$ cat src/hw/cabinet_pkg.sv
/*
  shared types and constants for the cabinet glue layer
  wishbone address and data words, settings register map
  controller key, dip, settings, port and video structs
  default strobe divider ratios
*/

`default_nettype none

package cabinet_pkg;

  ////////////////////////////////////////////////////////////////////////////
  // wishbone bus
  ////////////////////////////////////////////////////////////////////////////

  // byte address, only the low byte is decoded
  typedef logic [7:0] wb_addr_t;
  typedef logic [31:0] wb_data_t;

  // settings register map
  localparam wb_addr_t reg_test_mode  = 8'h00;
  localparam wb_addr_t reg_dip_bank   = 8'h10;
  localparam wb_addr_t reg_diagonal   = 8'h90;
  localparam wb_addr_t reg_load_start = 8'hA0;
  localparam wb_addr_t reg_load_done  = 8'hA4;

  ////////////////////////////////////////////////////////////////////////////
  // controller and cabinet ports
  ////////////////////////////////////////////////////////////////////////////

  // controller key word, msb first so dpad_up lands on bit 0
  typedef struct packed {
    logic face_start;
    logic face_select;
    logic trig_r3;
    logic trig_l3;
    logic trig_r2;
    logic trig_l2;
    logic trig_r1;
    logic trig_l1;
    logic face_y;
    logic face_x;
    logic face_b;
    logic face_a;
    logic dpad_right;
    logic dpad_left;
    logic dpad_down;
    logic dpad_up;
  } key_t;

  // dip bank, switch 1 on the msb
  typedef struct packed {
    logic dip_1;
    logic dip_2;
    logic dip_3;
    logic dip_4;  // free play
    logic dip_5;  // auto round advance
    logic dip_6;  // cabinet type, 0 upright
    logic dip_7;  // kicker
    logic dip_8;  // attract-mode sound
  } dip_t;

  typedef struct packed {
    logic test_mode;
    logic diagonal;
    dip_t dip;
  } settings_t;

  // switch port as the game board reads it
  typedef struct packed {
    logic       test1;
    logic       test2_n;  // low enters test mode
    logic [1:0] spare;
    logic       coin1;
    logic       coin2;
    logic       start2;
    logic       start1;
  } switch_port_t;

  typedef struct packed {
    logic [3:0] spare;
    logic       down;
    logic       up;
    logic       left;
    logic       right;
  } joy_port_t;

  ////////////////////////////////////////////////////////////////////////////
  // video
  ////////////////////////////////////////////////////////////////////////////

  typedef struct packed {
    logic [7:0] red;
    logic [7:0] green;
    logic [7:0] blue;
  } rgb_t;

  typedef struct packed {
    rgb_t rgb;
    logic hblank;
    logic vblank;
    logic hs;
    logic vs;
  } video_t;

  // strobe ratios against clk_40
  localparam int unsigned default_cpu_div   = 10;
  localparam int unsigned default_sound_div = 44;
  localparam int unsigned default_pixel_div = 8;

endpackage

`default_nettype wire
$ cat src/hw/cabinet_io_top.sv
/*
  cabinet glue top level
  settings slave, controller mapper, strobe generator, video output
*/

`timescale 1ns/1ps
`default_nettype none

module cabinet_io_top #(
  parameter int unsigned cpu_div   = cabinet_pkg::default_cpu_div,
  parameter int unsigned sound_div = cabinet_pkg::default_sound_div,
  parameter int unsigned pixel_div = cabinet_pkg::default_pixel_div
) (
  input  logic                      clk_40,
  input  logic                      reset,
  // wishbone slave
  input  logic                      wb_cyc,
  input  logic                      wb_stb,
  input  logic                      wb_we,
  input  cabinet_pkg::wb_addr_t     wb_adr,
  input  cabinet_pkg::wb_data_t     wb_dat_w,
  output cabinet_pkg::wb_data_t     wb_dat_r,
  output logic                      wb_ack,
  // to the game board
  output cabinet_pkg::dip_t         dip_switch,
  output logic                      rom_init,
  input  cabinet_pkg::key_t         key,
  output cabinet_pkg::switch_port_t switch_port,
  output cabinet_pkg::joy_port_t    joy_port,
  output logic                      cpu_ce,
  output logic                      sound_ce,
  // video
  input  cabinet_pkg::video_t       video_in,
  output cabinet_pkg::rgb_t         video_rgb,
  output logic                      video_de,
  output logic                      video_hs,
  output logic                      video_vs
);

  import cabinet_pkg::*;

  settings_t settings;
  logic      pixel_ce;

  assign dip_switch = settings.dip;

  settings_regs settings_regs_inst (
    .clk_40   (clk_40),
    .reset    (reset),
    .wb_cyc   (wb_cyc),
    .wb_stb   (wb_stb),
    .wb_we    (wb_we),
    .wb_adr   (wb_adr),
    .wb_dat_w (wb_dat_w),
    .wb_dat_r (wb_dat_r),
    .wb_ack   (wb_ack),
    .settings (settings),
    .rom_init (rom_init)
  );

  control_mapper control_mapper_inst (
    .clk_40      (clk_40),
    .reset       (reset),
    .key         (key),
    .settings    (settings),
    .switch_port (switch_port),
    .joy_port    (joy_port)
  );

  strobe_gen #(
    .cpu_div   (cpu_div),
    .sound_div (sound_div),
    .pixel_div (pixel_div)
  ) strobe_gen_inst (
    .clk_40   (clk_40),
    .reset    (reset),
    .cpu_ce   (cpu_ce),
    .sound_ce (sound_ce),
    .pixel_ce (pixel_ce)
  );

  video_out video_out_inst (
    .clk_40    (clk_40),
    .reset     (reset),
    .pixel_ce  (pixel_ce),
    .video_in  (video_in),
    .video_rgb (video_rgb),
    .video_de  (video_de),
    .video_hs  (video_hs),
    .video_vs  (video_vs)
  );

endmodule

`default_nettype wire

$ cat src/hw/video_out.sv
/*
  video output stage on pixel strobes
  colour capture outside blanking, data enable
  rising-edge pulses from the board syncs
*/

`timescale 1ns/1ps
`default_nettype none

module video_out (
  input  logic                clk_40,
  input  logic                reset,
  input  logic                pixel_ce,
  input  cabinet_pkg::video_t video_in,
  output cabinet_pkg::rgb_t   video_rgb,
  output logic                video_de,
  output logic                video_hs,
  output logic                video_vs
);

  import cabinet_pkg::*;

  // sync levels seen at the previous pixel strobe
  logic hs_prev;
  logic vs_prev;
  logic active;

  // visible area, neither blank set
  assign active = !(video_in.hblank || video_in.vblank);

  ////////////////////////////////////////////////////////////////////////////
  // pixel pipeline
  ////////////////////////////////////////////////////////////////////////////

  always_ff @(posedge clk_40) begin
    if (reset) begin
      video_rgb <= '0;
      video_de  <= 1'b0;
      video_hs  <= 1'b0;
      video_vs  <= 1'b0;
      hs_prev   <= 1'b0;
      vs_prev   <= 1'b0;
    end else if (pixel_ce) begin
      video_de <= active;
      // colour holds its last visible value through blanking
      if (active) begin
        video_rgb <= video_in.rgb;
      end
      // one-pixel pulse on each sync rising edge
      video_hs <= video_in.hs && !hs_prev;
      video_vs <= video_in.vs && !vs_prev;
      hs_prev  <= video_in.hs;
      vs_prev  <= video_in.vs;
    end
  end

endmodule

`default_nettype wire

$ cat src/hw/strobe_gen.sv
/*
  clock-enable strobes for the cpu, sound and pixel domains
  one modulo counter per strobe, all on clk_40
*/

`timescale 1ns/1ps
`default_nettype none

module strobe_gen #(
  parameter int unsigned cpu_div   = 10,
  parameter int unsigned sound_div = 44,
  parameter int unsigned pixel_div = 8
) (
  input  logic clk_40,
  input  logic reset,
  output logic cpu_ce,
  output logic sound_ce,
  output logic pixel_ce
);

  localparam int unsigned num_strobes = 3;
  localparam int unsigned div_list [num_strobes] = '{cpu_div, sound_div, pixel_div};
  // shared counter width, wide enough for the largest ratio
  localparam int unsigned max_div = (cpu_div > sound_div) ?
    ((cpu_div > pixel_div) ? cpu_div : pixel_div) :
    ((sound_div > pixel_div) ? sound_div : pixel_div);
  localparam int unsigned cnt_w = $clog2(max_div + 1);

  logic [cnt_w-1:0]       count [num_strobes];
  logic [num_strobes-1:0] strobe;

  for (genvar i = 0; i < num_strobes; i++) begin : g_div
    localparam logic [cnt_w-1:0] last = cnt_w'(div_list[i] - 1);

    // strobe registered on the wrap, first one on cycle n after reset
    always_ff @(posedge clk_40) begin
      if (reset) begin
        count[i]  <= '0;
        strobe[i] <= 1'b0;
      end else if (count[i] == last) begin
        count[i]  <= '0;
        strobe[i] <= 1'b1;
      end else begin
        count[i]  <= count[i] + 1'b1;
        strobe[i] <= 1'b0;
      end
    end
  end

  assign cpu_ce   = strobe[0];
  assign sound_ce = strobe[1];
  assign pixel_ce = strobe[2];

endmodule

`default_nettype wire

$ cat src/hw/control_mapper.sv
/*
  player 1 key synchronizer and cabinet port mapping
  switch port from face buttons and the test-mode setting
  joystick port, straight or diagonal combined directions
*/

`timescale 1ns/1ps
`default_nettype none

module control_mapper (
  input  logic                      clk_40,
  input  logic                      reset,
  input  cabinet_pkg::key_t         key,
  input  cabinet_pkg::settings_t    settings,
  output cabinet_pkg::switch_port_t switch_port,
  output cabinet_pkg::joy_port_t    joy_port
);

  import cabinet_pkg::*;

  // three-stage synchronizer for the host key word
  key_t key_meta;
  key_t key_mid;
  key_t key_sync;

  always_ff @(posedge clk_40) begin
    if (reset) begin
      key_meta <= '0;
      key_mid  <= '0;
      key_sync <= '0;
    end else begin
      key_meta <= key;
      key_mid  <= key_meta;
      key_sync <= key_mid;
    end
  end

  ////////////////////////////////////////////////////////////////////////////
  // switch port
  ////////////////////////////////////////////////////////////////////////////

  always_comb begin
    switch_port.test1   = key_sync.face_a;
    // active low on the board
    switch_port.test2_n = !settings.test_mode;
    switch_port.spare   = 2'b00;
    switch_port.coin1   = key_sync.face_select;
    // no second coin slot on the pad
    switch_port.coin2   = 1'b0;
    switch_port.start2  = key_sync.face_x;
    switch_port.start1  = key_sync.face_start;
  end

  ////////////////////////////////////////////////////////////////////////////
  // joystick port
  ////////////////////////////////////////////////////////////////////////////

  always_comb begin
    joy_port.spare = 4'b0000;
    if (settings.diagonal) begin
      // rotated stick, each line needs two pad directions held
      joy_port.down  = key_sync.dpad_down && key_sync.dpad_left;
      joy_port.up    = key_sync.dpad_right && key_sync.dpad_up;
      joy_port.left  = key_sync.dpad_up && key_sync.dpad_left;
      joy_port.right = key_sync.dpad_right && key_sync.dpad_down;
    end else begin
      // straight copy of the dpad
      joy_port.down  = key_sync.dpad_down;
      joy_port.up    = key_sync.dpad_up;
      joy_port.left  = key_sync.dpad_left;
      joy_port.right = key_sync.dpad_right;
    end
  end

endmodule

`default_nettype wire

$ cat src/hw/settings_regs.sv
/*
  wishbone classic slave for the cabinet settings
  test mode, diagonal option, dip bank, rom download flag
  single-cycle ack, combinational read mux
*/

`timescale 1ns/1ps
`default_nettype none

module settings_regs (
  input  logic                 clk_40,
  input  logic                 reset,
  input  logic                 wb_cyc,
  input  logic                 wb_stb,
  input  logic                 wb_we,
  input  cabinet_pkg::wb_addr_t wb_adr,
  input  cabinet_pkg::wb_data_t wb_dat_w,
  output cabinet_pkg::wb_data_t wb_dat_r,
  output logic                 wb_ack,
  output cabinet_pkg::settings_t settings,
  output logic                 rom_init
);

  import cabinet_pkg::*;

  // request is live while the master holds cyc and stb
  logic request;
  // write commits in the ack cycle, master still holds its signals
  logic write_en;

  assign request  = wb_cyc && wb_stb;
  assign write_en = wb_ack && request && wb_we;

  ////////////////////////////////////////////////////////////////////////////
  // handshake
  ////////////////////////////////////////////////////////////////////////////

  // ack one cycle after the request, never twice in a row
  always_ff @(posedge clk_40) begin
    if (reset) begin
      wb_ack <= 1'b0;
    end else begin
      wb_ack <= request && !wb_ack;
    end
  end

  ////////////////////////////////////////////////////////////////////////////
  // register writes
  ////////////////////////////////////////////////////////////////////////////

  always_ff @(posedge clk_40) begin
    if (reset) begin
      settings <= '0;
      rom_init <= 1'b0;
    end else if (write_en) begin
      case (wb_adr)
        // single-bit switches from bit 0
        reg_test_mode: begin
          settings.test_mode <= wb_dat_w[0];
        end
        reg_diagonal: begin
          settings.diagonal <= wb_dat_w[0];
        end
        // whole dip bank from the low byte
        reg_dip_bank: begin
          settings.dip <= dip_t'(wb_dat_w[7:0]);
        end
        // download window, data ignored
        reg_load_start: begin
          rom_init <= 1'b1;
        end
        reg_load_done: begin
          rom_init <= 1'b0;
        end
        default: begin
          // unmapped, write dropped
        end
      endcase
    end
  end

  ////////////////////////////////////////////////////////////////////////////
  // read mux
  ////////////////////////////////////////////////////////////////////////////

  // sampled by the master in the ack cycle
  always_comb begin
    wb_dat_r = '0;
    case (wb_adr)
      reg_test_mode: begin
        wb_dat_r[0] = settings.test_mode;
      end
      reg_diagonal: begin
        wb_dat_r[0] = settings.diagonal;
      end
      reg_dip_bank: begin
        wb_dat_r[7:0] = settings.dip;
      end
      // download flag readback
      reg_load_start: begin
        wb_dat_r[0] = rom_init;
      end
      // reg_load_done and unmapped read as zero
      default: begin
        wb_dat_r = '0;
      end
    endcase
  end

endmodule

`default_nettype wire

$ cat config.mk
export PLATFORM = sky130hd
export DESIGN_NAME = cabinet_io_top
export DESIGN_NICKNAME = d
export VERILOG_FILES = /design/src/hw/cabinet_pkg.sv /design/src/hw/cabinet_io_top.sv /design/src/hw/video_out.sv /design/src/hw/strobe_gen.sv /design/src/hw/control_mapper.sv /design/src/hw/settings_regs.sv
export SDC_FILE = /design/constraint.sdc
export NUM_CORES = 1
export LEC_CHECK = 0
export BUFFER_PORTS_ARGS = -buffer_cell sky130_fd_sc_hd__clkbuf_2
export CORE_ASPECT_RATIO = 1.75
export CORE_MARGIN = 2
export CORE_UTILIZATION = 47
export CTS_BUF_LIST = sky130_fd_sc_hd__clkbuf_16
export DETAILED_ROUTE_END_ITERATION = 6
export HOLD_SLACK_MARGIN = 0.03
export PLACE_DENSITY = 0.8
export SLEW_MARGIN = 20
export SYNTH_ARGS = -nofsm -noshare
export SYNTH_HDL_FRONTEND = slang
export SYNTH_HIERARCHICAL = 1
export SYNTH_SLANG_ARGS = --single-unit
$ cat constraint.sdc
create_clock -name clk_40 -period 2 [get_ports clk_40]
set_clock_uncertainty 0.2 [all_clocks]
set_input_delay 0.2 -clock clk_40 [delete_from_list [all_inputs] [get_ports clk_40]]
set_output_delay 0.2 -clock clk_40 [all_outputs]
set_load 0.01 [all_outputs]
# Word-level counts from Yosys, hierarchy flattened
# Memories as Yosys holds them, arrays and structs flattened.
# Index checks and enable logic that the tools add are counted.
dict set report word_totals {
  wordCells 118
  latchBits 0
  reg_bits 68
  ramBits 18
  rom_bits 0
  mem_count 1
  out_inout_bits 87
  input_bits 89
}
dict set report op_classes {
  multipliers 0
  n_reduce_logical 23
  order_cmp 0
  n_addsub 3
  n_mux 30
  n_bitwise 7
  div_mod_pow 0
  shifts 0
  eq_ne 7
}
# name words width rd rd_clocked_by_memory_dff write_ports line
set memory_table {}
lappend memory_table {strobe_gen_inst.count 3 6 3 0 3 strobe_gen.sv:29} ;# logic [cnt_w-1:0] count [num_strobes];
# op count
set ops {}
lappend ops {{two-way mux 6 bit} 6}
lappend ops {{== test 8 bit, second input constant} 3}
lappend ops {{two-way mux 1 bit} 20}
lappend ops {{adder 6 x 1 -> 6 bit, second input constant} 3}
lappend ops {{logical AND 1 bit} 10}
lappend ops {{AND reduction 2 bit} 5}
lappend ops {{== test 8 x 5 -> 1 bit, second input constant} 1}
lappend ops {{zero test 8 bit} 1}
lappend ops {{two-way mux 7 bit} 1}
lappend ops {{== test 6 x 3 -> 1 bit, second input constant} 1}
lappend ops {{== test 6 x 4 -> 1 bit, second input constant} 1}
lappend ops {{== test 6 bit, second input constant} 1}
lappend ops {{bitwise OR 1 bit} 6}
lappend ops {{zero test 1 bit} 5}
lappend ops {{two-way mux 4 bit} 1}
lappend ops {{case mux 1 bit (4 select lines)} 1}
lappend ops {{case mux 1 bit (2 select lines)} 1}
lappend ops {{nonzero test 2 bit} 1}
lappend ops {{logical OR 1 bit} 1}
lappend ops {{NOT 1 bit} 1}

# Depth between registers and ports, before layout
# An unclocked memory read counts as a cell.
dict set report logic_depth {
  word_depth 7
  ltp_mapped 5
}

# Hierarchy
# Netlist, hierarchy kept.
# module seq_area_each_um2 cells_each instances area_each_um2
set by_module_without_submodules {}
lappend by_module_without_submodules {video_out 580.6 123 1 1306.3}
lappend by_module_without_submodules {strobe_gen 600.6 86 1 1012.2}
lappend by_module_without_submodules {settings_regs 240.2 96 1 859.6}
lappend by_module_without_submodules {control_mapper 480.5 71 1 818.3}

# Least setup slack after synthesis
# Ideal clock, no wire load.
dict set report synth_path {
  path_type {input port to output port}
  startpoint {input wb_adr[1]}
  endpoint {output wb_dat_r[1]}
  required_time_ns 1.600
  setup_slack_ns 0.463
  t_arrival_ns 1.137
  stages 3
  path_cell_list {or4_4 -> nor2_1 -> and2_1}
}
dict set report synth_between {
  elab_chain_cells 2
}
# element line
set synth_rtl {}
lappend synth_rtl {{start, declared} cabinet_io_top.sv:20} ;# input cabinet_pkg::wb_addr_t wb_adr,
lappend synth_rtl {{== test 8 x 5 -> 1 bit} settings_regs.sv:89} ;# case (wb_adr)
lappend synth_rtl {{two-way mux 7 bit} settings_regs.sv:89}
lappend synth_rtl {{end, declared} cabinet_io_top.sv:22} ;# output cabinet_pkg::wb_data_t wb_dat_r,
# No other way between the ends.

# Worst setup path in the final report
dict set report layout_path {
  startpoint {input wb_adr[4]}
  endpoint {output wb_dat_r[0]}
}
dict set report layout_between {
  elab_chain_cells 2
}
# element line
set layout_rtl {}
lappend layout_rtl {{== test 8 bit (tied with other cells)} settings_regs.sv:89}
lappend layout_rtl {{case mux 1 bit (4 select lines) (*)} settings_regs.sv:89}
# Mark *: on every way between the ends. The rest lies on a longest branch, timed or not.

==> run summary <==
Core area = 0.00826 mm²
Die W = 73.7 µm
CP delay by family, top = buffers and inverters
Placed cell count = 583
IO Port Bufs = 112
Fin crit share = 97.2%
CP Data Required Time = 1.60 ns
Initial antenna violation count = 1
Clock sinks = 86
Clock Latency Late Sink = 0.33 ns
Vias in the first global route = 2975
Leak pwr = 2.33 nW
Final hold vios = 0
Congestion Overflow GR = 0
Buf/Inv on CP = 3
TritonRoute pass-1 iters = 4
Part of the Yosys area used for sequential elements = 47.6%
Crit-path max FO = 4
Rows = 44
DR iter-0 viols = 88
Cell count of the worst hold path = 4
Final GP Congestion = 0.740
Max-cap viol count = 0
Initial Utilization = 48.4%
Status = completed
First-pass GRT wire length = 12400 µm
Slew Limit Fails = 0
Final HPWL DP = 5540 µm
Worst path cell trace = clkbuf_2, dlygate4sd3_1, nor4_2, nand3_1, nand3_1, clkbuf_2
Cell Area, Synth = 0.00400 mm²
R2R depth = 4
Layout cell share with drive strength beyond 1 = 29.2%
DR DRC count = 0
M2 GR Usage = 32.0%
Startpoint Class = input pin
Internal reg-to-reg setup slack = 0.39 ns
YS warnings = 6
Post-synth EDFFs = 18
Dominant synthesized flop cell = dfxtp_1
Cell Count, Final, Fillers Out = 648
Slowest stage cell, crit path = dlygate4sd3_1
Final setup fails = 0
Nets = 643
Setup TNS = 0 ns
Number of synthesized register bits = 86
ANT nets after route = 0
GRT busiest layer = met2
CTS tree = done
Crit Reg-Reg Startpoint = strobe_gen_inst/count[1][0]
CTS buffer count = 9
Total number of vias = 3003
Worst Setup End Kind = primary output
Gate Count Post-Synth = 376
Crit path depth = 6
Critical path arrival = 1.54 ns
CP Class = input pin to primary output
RSZ-0062 raised after global routing = no
Syn_area_per_cell = 10.6 µm²
Wire length per cell = 12.1 µm
Hold/Removal Path Class = input pin to flop
Distinct cells, synth = 47
Clock transition at path regs = 0.06 ns
CP max stage delay = 0.58 ns
Worst hold path endpoint = settings_regs_inst/settings[9]
I/O pins = 176
Total GRT Usage = 17.2%
Buffer count from post-CTS setup fixing = 0
H-Tree Depth = 3
CTS max path bufs = 2
Clock root buffer = clkbuf_16
Die ar. = 0.00929 mm²
Largest net degree at the start of global routing = 54
Vias per cell = 4.63
Worst r2r dst = strobe_gen_inst/count[1][5]
Area Overhead vs Synth = 33.0%
Routed wire length = 7820 µm
Peak supply drop = 0.000633 V
Die Ht = 126 µm
Pwr Density = 731 mW/mm²
Fmax = 515 MHz
Synth async-reset ratio = 0%
Fin crit period = 1.94 ns
Met3 global-route usage = 3.20%
Hold_sp = wb_adr[2]
Grt met1 use = 16.8%
-- how the worst max path moves through the flow --
stage	startpoint	end	slack, ns
finish	wb_adr[4]	wb_dat_r[0]	0.06
CTS	wb_adr[4]	wb_dat_r[0]	0.008
floorplan	wb_adr[1]	wb_dat_r[1]	0.46
detailed placement	wb_adr[5]	wb_dat_r[4]	0.22
global route	wb_adr[4]	wb_dat_r[0]	0.02
global placement	wb_adr[7]	wb_dat_r[4]	0.22
-- cells in the mapped netlist, types with 2 or more instances --
master | instances | share of area [%]
nor2b_2 | 14 | 3.1
nand3b_1 | 2 | 0.38
and2_1 | 7 | 1.1
xnor2_1 | 3 | 0.66
conb_1 | 3 | 0.28
ha_1 | 4 | 1.3
and2b_1 | 4 | 0.75
nor2_1 | 23 | 2.2
nor3b_1 | 3 | 0.56
clkbuf_1 | 7 | 0.66
o21bai_1 | 2 | 0.38
nor2b_1 | 6 | 0.94
nand2_1 | 6 | 0.56
dfxtp_1 | 68 | 34
inv_1 | 8 | 0.75
nand4_1 | 2 | 0.31
mux2i_1 | 36 | 9.0
buf_12 | 2 | 1.0
xor2_1 | 6 | 1.3
mux2_2 | 2 | 0.56
edfxtp_1 | 18 | 14
nor3_1 | 2 | 0.25
nor4_1 | 3 | 0.47
buf_4 | 35 | 6.6
buf_6 | 5 | 1.4
nand3_1 | 11 | 1.4
a21oi_1 | 6 | 0.75
and3_1 | 2 | 0.31
nand2b_1 | 68 | 11
-- power by group --
part / leakage, nW / internal (W) / switching, W
sequential: 0.736 / 0.00183 / 0.0000331
clock: 0.152 / 0.000986 / 0.000699
combinational: 1.44 / 0.000187 / 0.000155
total: 2.33 / 0.00300 / 0.000887
-- worst min-delay path, stage by stage --
cell,delay (ns)
clkbuf_2,0.13
nor4_2,0.06
nand3_1,0.09
mux2i_1,0.07
-- registers in the layout (all words and copies together), names as in the netlist --
| register | flops |
|---|---|
| video_out_inst/video_hs | 1 |
| settings_regs_inst/rom_init | 1 |
| control_mapper_inst/key_meta | 8 |
| strobe_gen_inst/pixel_ce | 1 |
| video_out_inst/video_vs | 1 |
| video_out_inst/hs_prev | 1 |
| strobe_gen_inst/count | 18 |
| settings_regs_inst/wb_ack | 1 |
| settings_regs_inst/settings | 10 |
| strobe_gen_inst/sound_ce | 1 |
| video_out_inst/video_de | 1 |
| video_out_inst/vs_prev | 1 |
| control_mapper_inst/switch_port | 4 |
| control_mapper_inst/key_sync | 4 |
| control_mapper_inst/key_mid | 8 |
| strobe_gen_inst/cpu_ce | 1 |
| video_out_inst/video_rgb | 24 |
-- cell usage in the layout, fill, tap and decap left out, drive strengths merged, types with 4 or more instances in the layout --
| cell | count |
|---|---|
| clkbuf | 120 |
| dfxtp | 68 |
| nand2b | 68 |
| conb | 49 |
| dlygate4sd3 | 48 |
| mux2i | 36 |
| nor2 | 23 |
| nor2b | 20 |
| edfxtp | 18 |
| nand3 | 11 |
| inv | 11 |
| buf | 8 |
| and2 | 7 |
| nand2 | 7 |
| a21oi | 6 |
| xor2 | 6 |
| and2b | 5 |
| nor3b | 5 |
| ha | 4 |
| nor4 | 4 |
-- final cells by class --
cell class,instances,area [µm²]
antenna,1,2.50
clock buffer,9,225
clock inverter,7,81.3
fill,638,2940
inverter,8,30.0
multi-input combinational,278,1850
sequential,86,1900
tap,92,115
timing repair buffer,167,1110
-- through the flow --
step           cell area, µm²  power (W)  hold WS [ns]  utilization (%)  worst slack [ns]
2_1_floorplan            4170    0.00211         0.118                -             0.463
3_3_place_gp             4520    0.00215         0.212             54.7             0.222
3_5_place_dp             4520    0.00216         0.217             54.7             0.220
4_1_cts                  5310    0.00394        0.0357             64.3           0.00837
5_1_grt                  5320    0.00403        0.0797             64.4            0.0156
6_report                 5320    0.00389        0.0538             64.4            0.0567
-- logic make-up after synthesis --
group	after synthesis	share of synthesized area (%)
and+or+nand+nor	165	26.2
adders and majority gates	4	1.25
muxes	38	9.58
other	3	0.282
AOI/OAI and AO/OA	13	2.63
xor gates and xnor gates	9	1.97
DFF	86	47.6
buffers and inverters	58	10.5
-- routing by layer --
| layer | vias to the layer above | wire, µm |
|---|---|---|
| li1 | 1510 | - |
| met1 | 1373 | 2980 |
| met2 | 102 | 4230 |
| met3 | 18 | 354 |
| met4 | 0 | 250 |
| met5 | - | 0 |
-- timing repair --
action / 4_1_cts / 5_1_grt
endpoints found under the hold margin: 49 / 0
gates resized for setup: 0 / 1
hold buffers: 48 / 0
setup endpoints to repair: 0 / 1
No activity file was read; power rests on OpenSTA's default activity.
